## src/common/hello_world_pkg.sv

```systemverilog
// Bus, LED and write FSM types plus the register map of the hello world peripheral
package hello_world_pkg;

  // ----------------------------------------
  // Register bus types
  // ----------------------------------------

  // Byte address on the AXI4-Lite bus
  typedef logic [31:0] axil_addr_t;

  // One register word
  typedef logic [31:0] axil_data_t;

  // Byte lane strobes, carried but not acted on
  typedef logic [3:0] axil_strb_t;

  // B and R response code
  typedef logic [1:0] axil_resp_t;

  // One bit per virtual LED or DIP switch
  typedef logic [15:0] led_t;

  // Single-beat write handshake states
  typedef enum logic [1:0] {
    WR_IDLE = 2'd0,
    WR_DATA = 2'd1,
    WR_RESP = 2'd2
  } wr_state_t;

  // ----------------------------------------
  // Register map
  // ----------------------------------------

  // Read back byte-swapped
  localparam axil_addr_t HELLO_WORLD_REG_ADDR = 32'h0000_0500;

  // Read-only LED shadow
  localparam axil_addr_t VLED_REG_ADDR = 32'h0000_0504;

  // Returned for every unmapped address
  localparam axil_data_t UNIMPLEMENTED_REG_VALUE = 32'hdead_dead;

  // Only response ever given
  localparam axil_resp_t RESP_OKAY = 2'b00;

endpackage

```

## src/rtl/axil_reg_slave.sv

```systemverilog
// Single-beat AXI4-Lite slave producing register write strobes and read lookups
module axil_reg_slave
  import hello_world_pkg::*;
(
  input  logic       clk_main_a0,
  input  logic       rst_main_n_sync,
  // Write address channel
  input  logic       awvalid,
  input  axil_addr_t awaddr,
  output logic       awready,
  // Write data channel
  input  logic       wvalid,
  input  axil_data_t wdata,
  // Byte strobes come with the bus, every write is full word
  input  axil_strb_t wstrb,
  output logic       wready,
  // Write response channel
  output logic       bvalid,
  output axil_resp_t bresp,
  input  logic       bready,
  // Read address channel
  input  logic       arvalid,
  input  axil_addr_t araddr,
  output logic       arready,
  // Read data channel
  output logic       rvalid,
  output axil_data_t rdata,
  output axil_resp_t rresp,
  input  logic       rready,
  // Register block side
  output logic       wr_en,
  output axil_addr_t wr_addr,
  output axil_data_t wr_data,
  output axil_addr_t rd_addr,
  input  axil_data_t rd_data
);

  wr_state_t  wr_state;
  wr_state_t  wr_state_nxt;
  axil_addr_t awaddr_q;
  axil_addr_t araddr_q;
  logic       aw_fire;
  logic       w_fire;
  logic       ar_fire;
  logic       ar_pending;

  // ----------------------------------------
  // Write side
  // ----------------------------------------

  // Address only taken while idle
  assign awready = (wr_state == WR_IDLE);
  assign aw_fire = awvalid && awready;

  // Data accepted as soon as it shows up in WR_DATA
  assign w_fire = (wr_state == WR_DATA) && wvalid;
  assign wready = w_fire;

  // Response pending is exactly the WR_RESP state
  assign bvalid = (wr_state == WR_RESP);
  assign bresp  = RESP_OKAY;

  always_comb begin
    wr_state_nxt = wr_state;
    unique case (wr_state)
      WR_IDLE: begin
        if (awvalid) begin
          wr_state_nxt = WR_DATA;
        end
      end
      WR_DATA: begin
        if (wvalid) begin
          wr_state_nxt = WR_RESP;
        end
      end
      WR_RESP: begin
        // Stalls here for as long as bready is low
        if (bready) begin
          wr_state_nxt = WR_IDLE;
        end
      end
      default: wr_state_nxt = WR_IDLE;
    endcase
  end

  always_ff @(posedge clk_main_a0) begin
    if (!rst_main_n_sync) begin
      wr_state <= WR_IDLE;
    end else begin
      wr_state <= wr_state_nxt;
    end
  end

  // Write address held until the data beat
  always_ff @(posedge clk_main_a0) begin
    if (aw_fire) begin
      awaddr_q <= awaddr;
    end
  end

  // Strobe lasts only the w transfer cycle
  assign wr_en   = w_fire;
  assign wr_addr = awaddr_q;
  assign wr_data = wdata;

  // ----------------------------------------
  // Read side
  // ----------------------------------------

  // Blocked from acceptance until the response is taken
  assign arready = !ar_pending && !rvalid;
  assign ar_fire = arvalid && arready;
  assign rresp   = RESP_OKAY;

  always_ff @(posedge clk_main_a0) begin
    if (ar_fire) begin
      araddr_q <= araddr;
    end
  end

  // Register block decodes this, lookup is combinational
  assign rd_addr = araddr_q;

  always_ff @(posedge clk_main_a0) begin
    if (!rst_main_n_sync) begin
      ar_pending <= 1'b0;
      rvalid     <= 1'b0;
      rdata      <= '0;
    end else begin
      // Pending for one cycle while the lookup settles
      ar_pending <= ar_fire;
      if (rvalid && rready) begin
        rvalid <= 1'b0;
        rdata  <= '0;
      end else if (ar_pending) begin
        rvalid <= 1'b1;
        rdata  <= rd_data;
      end
    end
  end

endmodule

```

## src/rtl/hello_world_regs.sv

```systemverilog
// Hello world register, LED shadow register and read data mux
module hello_world_regs
  import hello_world_pkg::*;
(
  input  logic       clk_main_a0,
  input  logic       rst_main_n_sync,
  input  logic       wr_en,
  input  axil_addr_t wr_addr,
  input  axil_data_t wr_data,
  input  axil_addr_t rd_addr,
  output axil_data_t rd_data,
  output led_t       vled
);

  axil_data_t hello_world_q;
  axil_data_t hello_world_swapped;
  led_t       vled_q;

  // ----------------------------------------
  // Hello world register
  // ----------------------------------------

  always_ff @(posedge clk_main_a0) begin
    if (!rst_main_n_sync) begin
      hello_world_q <= '0;
    end else if (wr_en && (wr_addr == HELLO_WORLD_REG_ADDR)) begin
      hello_world_q <= wr_data;
    end
  end

  // Byte 0 comes back in the top lane
  assign hello_world_swapped = {hello_world_q[7:0], hello_world_q[15:8],
                                hello_world_q[23:16], hello_world_q[31:24]};

  // ----------------------------------------
  // LED shadow
  // ----------------------------------------

  // Trails the low half by one cycle, not bus writable
  always_ff @(posedge clk_main_a0) begin
    if (!rst_main_n_sync) begin
      vled_q <= '0;
    end else begin
      vled_q <= hello_world_q[15:0];
    end
  end

  assign vled = vled_q;

  // Read lookup, sampled by the slave
  always_comb begin
    unique case (rd_addr)
      HELLO_WORLD_REG_ADDR: rd_data = hello_world_swapped;
      VLED_REG_ADDR:        rd_data = {16'h0000, vled_q};
      default:              rd_data = UNIMPLEMENTED_REG_VALUE;
    endcase
  end

endmodule

```

## src/rtl/hello_world_top.sv

```systemverilog
// Top level joining the AXI4-Lite slave, register block and LED status block
module hello_world_top
  import hello_world_pkg::*;
(
  input  logic       clk_main_a0,
  input  logic       rst_main_n_sync,
  // AXI4-Lite from the host
  input  logic       awvalid,
  input  axil_addr_t awaddr,
  output logic       awready,
  input  logic       wvalid,
  input  axil_data_t wdata,
  input  axil_strb_t wstrb,
  output logic       wready,
  output logic       bvalid,
  output axil_resp_t bresp,
  input  logic       bready,
  input  logic       arvalid,
  input  axil_addr_t araddr,
  output logic       arready,
  output logic       rvalid,
  output axil_data_t rdata,
  output axil_resp_t rresp,
  input  logic       rready,
  // Virtual DIP switches and LEDs
  input  led_t       vdip,
  output led_t       vled_status
);

  // Slave to register block
  logic       wr_en;
  axil_addr_t wr_addr;
  axil_data_t wr_data;
  axil_addr_t rd_addr;
  axil_data_t rd_data;
  // Register block to LED block
  led_t       vled;

  // ----------------------------------------
  // Bus slave
  // ----------------------------------------
  axil_reg_slave u_axil_reg_slave (
    .clk_main_a0     (clk_main_a0),
    .rst_main_n_sync (rst_main_n_sync),
    .awvalid         (awvalid),
    .awaddr          (awaddr),
    .awready         (awready),
    .wvalid          (wvalid),
    .wdata           (wdata),
    .wstrb           (wstrb),
    .wready          (wready),
    .bvalid          (bvalid),
    .bresp           (bresp),
    .bready          (bready),
    .arvalid         (arvalid),
    .araddr          (araddr),
    .arready         (arready),
    .rvalid          (rvalid),
    .rdata           (rdata),
    .rresp           (rresp),
    .rready          (rready),
    .wr_en           (wr_en),
    .wr_addr         (wr_addr),
    .wr_data         (wr_data),
    .rd_addr         (rd_addr),
    .rd_data         (rd_data)
  );

  // ----------------------------------------
  // Registers and LED status
  // ----------------------------------------
  hello_world_regs u_hello_world_regs (
    .clk_main_a0     (clk_main_a0),
    .rst_main_n_sync (rst_main_n_sync),
    .wr_en           (wr_en),
    .wr_addr         (wr_addr),
    .wr_data         (wr_data),
    .rd_addr         (rd_addr),
    .rd_data         (rd_data),
    .vled            (vled)
  );

  vled_status u_vled_status (
    .clk_main_a0     (clk_main_a0),
    .rst_main_n_sync (rst_main_n_sync),
    .vled            (vled),
    .vdip            (vdip),
    .vled_status     (vled_status)
  );

endmodule

```

## src/rtl/vled_status.sv

```systemverilog
// DIP switch synchroniser, LED masking and registered LED status output
module vled_status
  import hello_world_pkg::*;
(
  input  logic clk_main_a0,
  input  logic rst_main_n_sync,
  // Shadow LEDs from the register block
  input  led_t vled,
  // Asynchronous switches from outside
  input  led_t vdip,
  output led_t vled_status
);

  led_t vdip_q;
  led_t vdip_q2;
  led_t vled_masked;

  // ----------------------------------------
  // DIP switch synchroniser
  // ----------------------------------------

  // Two flops before any logic sees the switches
  always_ff @(posedge clk_main_a0) begin
    if (!rst_main_n_sync) begin
      vdip_q  <= '0;
      vdip_q2 <= '0;
    end else begin
      vdip_q  <= vdip;
      vdip_q2 <= vdip_q;
    end
  end

  // ----------------------------------------
  // Status output
  // ----------------------------------------

  // LED lit only where its switch is on
  assign vled_masked = vled & vdip_q2;

  // Output flop, third stage after the switches
  always_ff @(posedge clk_main_a0) begin
    if (!rst_main_n_sync) begin
      vled_status <= '0;
    end else begin
      vled_status <= vled_masked;
    end
  end

endmodule

```

## config.mk

```make
export PLATFORM = sky130hd
export DESIGN_NAME = hello_world_top
export DESIGN_NICKNAME = d
export VERILOG_FILES = /design/src/common/hello_world_pkg.sv /design/src/rtl/axil_reg_slave.sv /design/src/rtl/hello_world_regs.sv /design/src/rtl/hello_world_top.sv /design/src/rtl/vled_status.sv
export SDC_FILE = /design/constraint.sdc
export NUM_CORES = 1
export LEC_CHECK = 0
export BUFFER_PORTS_ARGS = -buffer_cell sky130_fd_sc_hd__buf_4
export CAP_MARGIN = 10
export CORE_ASPECT_RATIO = 1.2
export CORE_UTILIZATION = 47
export DETAILED_ROUTE_END_ITERATION = 6
export HOLD_SLACK_MARGIN = 0.08
export PLACE_DENSITY_LB_ADDON = 0.05
export REMOVE_ABC_BUFFERS = 1
export SYNTH_ARGS = -nofsm -noshare
export SYNTH_HDL_FRONTEND = slang
export SYNTH_HIERARCHICAL = 1
export SYNTH_SLANG_ARGS = --single-unit
```

## constraint.sdc

```tcl
create_clock -name clk_main_a0 -period 1.8 [get_ports clk_main_a0]
set_clock_uncertainty 0.1 [all_clocks]
set_input_delay 0.36 -clock clk_main_a0 [delete_from_list [all_inputs] [get_ports clk_main_a0]]
set_output_delay 0.36 -clock clk_main_a0 [all_outputs]
set_load 0.03 [all_outputs]
```

# ---- Word-level counts from Yosys, hierarchy flattened
# Cells that the tools add are included.
dict set report op_classes {
  n_addsub 0
  n_mul 0
  div 0
  magnitude_cmp 0
  eq_ne 8
  n_shift 0
  muxes 5
  bitwise 2
  reduce_logical 11
}
# op n
set ops {}
lappend ops {{32-bit by 11-bit == test with 1-bit output, second input constant} 3}
lappend ops {{32-bit one-hot mux with 2 select lines} 1}
lappend ops {{16-bit AND} 1}
lappend ops {{1-bit logical AND} 6}
lappend ops {{2-bit 2-to-1 mux} 3}
lappend ops {{2-bit one-hot mux with 3 select lines} 1}
lappend ops {{2-bit inequality test, second input constant} 2}
lappend ops {{3-bit AND reduction} 1}
lappend ops {{2-bit by 1-bit == test with 1-bit output, second input constant} 1}
lappend ops {{2-bit == test, second input constant} 1}
lappend ops {{1-bit logical NOT} 2}
lappend ops {{2-bit logical NOT} 1}
lappend ops {{2-bit by 1-bit inequality test with 1-bit output, second input constant} 1}
lappend ops {{2-bit OR reduction} 1}
lappend ops {{1-bit inverter} 1}
dict set report word_totals {
  ff_bits 196
  latchBits 0
  ram_bits 0
  mem_bits_ro 0
  input_bits 123
  out_inout_bits 57
  word_cells 37
  memories 0
}

# ---- Depth between registers and ports, before layout
dict set report logic_depth {
  ltp_word 3
  mapped_depth 7
}

# ---- By module
# Netlist, hierarchy kept.
# module instances cells_each area_each_um2
set by_module_without_submodules {}
lappend by_module_without_submodules {axil_reg_slave 1 225 3555.9}
lappend by_module_without_submodules {hello_world_regs 1 260 2223.4}
lappend by_module_without_submodules {vled_status 1 101 1301.2}

# ---- Worst setup path before layout
# OpenSTA, ideal clock, no wires.
dict set report synth_timing {
  path_kind {register -> register}
  startpoint {register u_axil_reg_slave.rvalid}
  endpoint {register u_axil_reg_slave.araddr_q[0] (netlist: u_axil_reg_slave/rd_addr[0]) (enable)}
  setup_ps 392
  arrival_time_ps 1664
  t_required_ps 1308
  setup_slack_ps -356
  stages_incl_launch_ff 3
  n_path_buf 0
  path_cell_list {dfxtp_1 nor2_2 and2_1}
}
dict set report synth_between {
  elab_chain_len 3
}
# item line
set synth_rtl {}
lappend synth_rtl {{from (decl)} axil_reg_slave.sv:26} ;# output logic rvalid,
lappend synth_rtl {{from (signal assigned)} axil_reg_slave.sv:127} ;# rvalid <= 1'b0;
lappend synth_rtl {{from (signal assigned)} axil_reg_slave.sv:133} ;# rvalid <= 1'b0;
lappend synth_rtl {{from (signal assigned)} axil_reg_slave.sv:136} ;# rvalid <= 1'b1;
lappend synth_rtl {{1-bit logical NOT} axil_reg_slave.sv:111} ;# assign arready = !ar_pending && !rvalid;
lappend synth_rtl {{1-bit logical AND} axil_reg_slave.sv:111}
lappend synth_rtl {{named net arready} hello_world_top.sv:20} ;# output logic arready,
lappend synth_rtl {{1-bit logical AND} axil_reg_slave.sv:112} ;# assign ar_fire = arvalid && arready;
lappend synth_rtl {{named net u_axil_reg_slave.ar_fire} axil_reg_slave.sv:44} ;# logic ar_fire;
lappend synth_rtl {{to (signal assigned)} axil_reg_slave.sv:117} ;# araddr_q <= araddr;
lappend synth_rtl {{to (decl)} axil_reg_slave.sv:41} ;# axil_addr_t araddr_q;
# The timed path passes the listed nets, and every way through them passes these cells.
# A chain may end at the register's enable or synchronous reset.

# ---- Worst setup path in the final report
dict set report layout_timing {
  startpoint {register u_axil_reg_slave.wr_state[1]}
  endpoint {register u_hello_world_regs.hello_world_q[17]}
}
dict set report layout_between {
  elab_chain_len 3
}
# item line
set layout_rtl {}
lappend layout_rtl {{from (decl)} axil_reg_slave.sv:38} ;# wr_state_t wr_state;
lappend layout_rtl {{from (signal assigned)} axil_reg_slave.sv:90} ;# wr_state <= wr_state_nxt;
lappend layout_rtl {{2-bit by 1-bit == test with 1-bit output} axil_reg_slave.sv:56} ;# assign w_fire = (wr_state == WR_DATA) && wvalid;
lappend layout_rtl {{1-bit logical AND} axil_reg_slave.sv:56}
lappend layout_rtl {{1-bit logical AND} hello_world_regs.sv:26} ;# end else if (wr_en && (wr_addr == HELLO_WORLD_REG_ADDR)) begin
lappend layout_rtl {{to (signal assigned)} hello_world_regs.sv:27} ;# hello_world_q <= wr_data;
lappend layout_rtl {{to (decl)} hello_world_regs.sv:15} ;# axil_data_t hello_world_q;
# No other way between the ends.

==> results.py <==
metrics = {
    "detailed_routing": {
        "routed_via_density": 4.70,
        "drc": 0,
        "dr.pass1.iters": 4,
        "vias": 4969,
        "drtIter0Drc": 310,
        "postRouteWirelength_um": 17100,
        "wl_per_cell_um": 16.2,
        "ant_nets": 0,
    },
    "critical_path": {
        "critPathCaptureType": "flop",
        "crit_start": "u_axil_reg_slave/wr_state[1]",
        "r2r_cells": 7,
        "r2r-end": "u_hello_world_regs/hello_world_q[17]",
        "path_class": "flop to flop",
        "crit_path_max_incr_delay_ps": 330,
        "cp_num_cells": 7,
        "crit_end": "u_hello_world_regs/hello_world_q[17]",
        "critPathLaunchType": "flop",
        "path_max_fanout": 8,
        "slowest_stage": "dfxtp_2",
        "cp.buffers_inverters": 2,
        "r2r_slack_ps": -210,
        "path_cells": "and3b_2, nor4b_4, nand4_1, nor3_4, buf_6, buf_12, mux2i_1",
        "path_delay_family": "simple AND/OR/NAND/NOR gates",
        "r2r-start": "u_axil_reg_slave/wr_state[1]",
        "required_ps": 2050,
        "worstPathArrival_ps": 2260,
    },
    "global_routing": {
        "grt_max_degree": 69,
        "antenna_found_initial": 0,
        "grt_pass1_wl_um": 25300,
        "globalRouteTotalUtil": 0.220,
        "overflow": 0,
        "grt_pass1_vias": 5010,
    },
    "cts": {
        "cts_root_buffer": "clkbuf_16",
        "clk_latency_ps": 430,
        "htreeDepth": 4,
        "cts_made_buffers": 17,
        "clock-sinks": 196,
        "clockBufferDepth": 2,
        "cts_tree": "done",
        "path_clk_slew_ps": 70,
    },
    "synthesis": {
        "synthCells": 586,
        "post-synth-top-count-cell": "dfxtp_1",
        "synth_top_area_frac": 0.373,
        "ys_warn_count": 6,
        "synth-async-reset-ratio": 0,
        "synth_seq_cells": 196,
        "ys_types": 34,
        "synthTopCellsByCount": "dfxtp_1, mux2i_1, nand2_1",
        "yosysTopAreaCell": "dfxtp_1",
        "synth-edff-count": 64,
        "synth_seq_area_share": 0.645,
        "ys.flop_type": "dfxtp_1",
        "syn_area_mm2": 0.00708,
        "synth.area.top_cells": "dfxtp_1, edfxtp_1, mux2i_1, buf_4, nand2_1",
        "syn_area_per_cell_um2": 12.1,
    },
    "cells_and_area": {
        "diodes": 0,
        "finalInstanceArea_mm2": 0.0104,
        "syn_to_final_growth_pct": 46.8,
        "drive_gt1_frac": 0.325,
        "num-nets-final": 968,
    },
    "floorplanning": {
        "floorplan.initialDensity": 0.487,
        "core_mm2": 0.0145,
        "num_rows": 48,
        "fp.dieW_um": 114,
        "dieArea_mm2": 0.0156,
        "io-pin-count": 180,
        "die_h_um": 136,
    },
    "pwr": {
        "power.total_mw": 9.44,
        "power.leakage_nw": 4.38,
        "power_density_mw_per_mm2": 908,
        "peakVddDrop_v": 0.000653,
    },
    "job": {
        "maxCapViolations": 0,
    },
    "sta": {
        "whs_ps": 98.5,
        "tightest_slew_ps": 603,
        "rsz0062_at_grt": "true",
        "slew_viol_final": 0,
        "finalHoldViolations": 0,
        "max-slew-margin-rel": 0.598,
        "max_clock_freq_ghz": 0.498,
        "setup_slack_ps": -207,
        "period_share": 1.12,
        "min_period_ps": 2010,
        "setup_viol": 65,
    },
    "placed_design": {
        "dp_hpwl_um": 9310,
        "finalWeightedCongestion": 0.724,
        "placed_area_mm2": 0.00835,
        "io_buffer_count": 171,
    },
    "hold_path": {
        "hold_depth": 3,
        "worstHoldPathType": "primary input to flop",
    },
    "outcome": {
        "status": "finished, violations left",
        "failed_checks": "negative setup slack",
    },
}
## cell usage in the layout (no fill, tap or decap), types with 11 or more instances in the layout
| cell | netlist | final |
|---|---|---|
| buf_4 | 41 | 183 |
| dfxtp_1 | 132 | 130 |
| dlygate4sd3_1 | 0 | 100 |
| mux2i_1 | 80 | 79 |
| nand2_1 | 75 | 69 |
| edfxtp_1 | 64 | 64 |
| nor2_1 | 35 | 34 |
| and2_1 | 34 | 34 |
| inv_1 | 27 | 29 |
| clkbuf_16 | 0 | 20 |
| and3_1 | 16 | 16 |
| o21ai_2 | 0 | 11 |
## layer usage
metal	GRT usage	wire length [um]
met5	0	0
met4	0.0924	446
met3	0.0673	1020
met2	0.387	8920
met1	0.245	6760
## what timing repair did
action                     in CTS  in global routing
setup endpoints to repair      59                 64
gates resized for setup        21                 51
gates cloned                    5                  3
setup buffers                   7                  3
pin swaps                       8                 33
hold endpoints to repair      100                  0
hold buffers                  100                  0
## cell type report
cell class	instances	area [um^2]
Clock buffer	23	499
Clock inverter	9	76.3
Fill cell	1066	4140
Inverter	27	101
Multi-Input combinational cell	298	2150
Sequential cell	196	4570
Tap cell	200	250
Timing Repair Buffer	305	2750
## tightest hold or removal path, cell delays in order
cell and delay [ps]:
buf_4 110, nand2_1 50, mux2i_1 50
## metrics by stage
| stage | cells | utilization | setup WS, ps | TNS (ps) |
|---|---|---|---|---|
| after global routing | 1058 | 0.715 | -279 | -12820 |
| after global placement | 911 | 0.574 | -240 | -7660 |
| after floorplan | 521 | - | -967 | -82780 |
| after CTS | 1055 | 0.702 | -111 | -2990 |
| final | 1058 | 0.715 | -207 | -8320 |
| after detailed placement | 911 | 0.574 | -329 | -10090 |
## cell families after synthesis
group | synth area share
compound gates | 0.0110
buf+inv | 0.0864
flops | 0.645
mux | 0.113
other cells | 0.000530
simple gates | 0.144
## state kept, by name, summed over array words and instances, names as in the netlist
name,count
u_axil_reg_slave/ar_pending,1
u_hello_world_regs/hello_world_q,32
u_hello_world_regs/vled,16
u_vled_status/vled_status,16
u_vled_status/vdip_q,16
u_axil_reg_slave/wr_addr,32
u_axil_reg_slave/rdata,32
u_vled_status/vdip_q2,16
u_axil_reg_slave/rvalid,1
u_axil_reg_slave/wr_state,2
u_axil_reg_slave/rd_addr,32
## how the worst min path moves through the flow
stage / startpoint / slack (ps) / endpoint
after global placement: u_vled_status/vdip_q[10] / 310 / u_vled_status/vdip_q2[10]
after detailed placement: u_vled_status/vdip_q[6] / 320 / u_vled_status/vdip_q2[6]
final: wdata[28] / 100 / u_hello_world_regs/hello_world_q[28]
after floorplan: u_vled_status/vdip_q[0] / 310 / u_vled_status/vdip_q2[0]
after CTS: wdata[24] / 80 / u_hello_world_regs/hello_world_q[24]
after global routing: wdata[24] / 80 / u_hello_world_regs/hello_world_q[24]
## power by group
group	internal (mW)	switching [mW]	total [mW]
clock network	2.09	1.57	3.66
registers	4.77	0.0790	4.85
logic	0.506	0.421	0.927
Power figures use the tool's default switching activity.
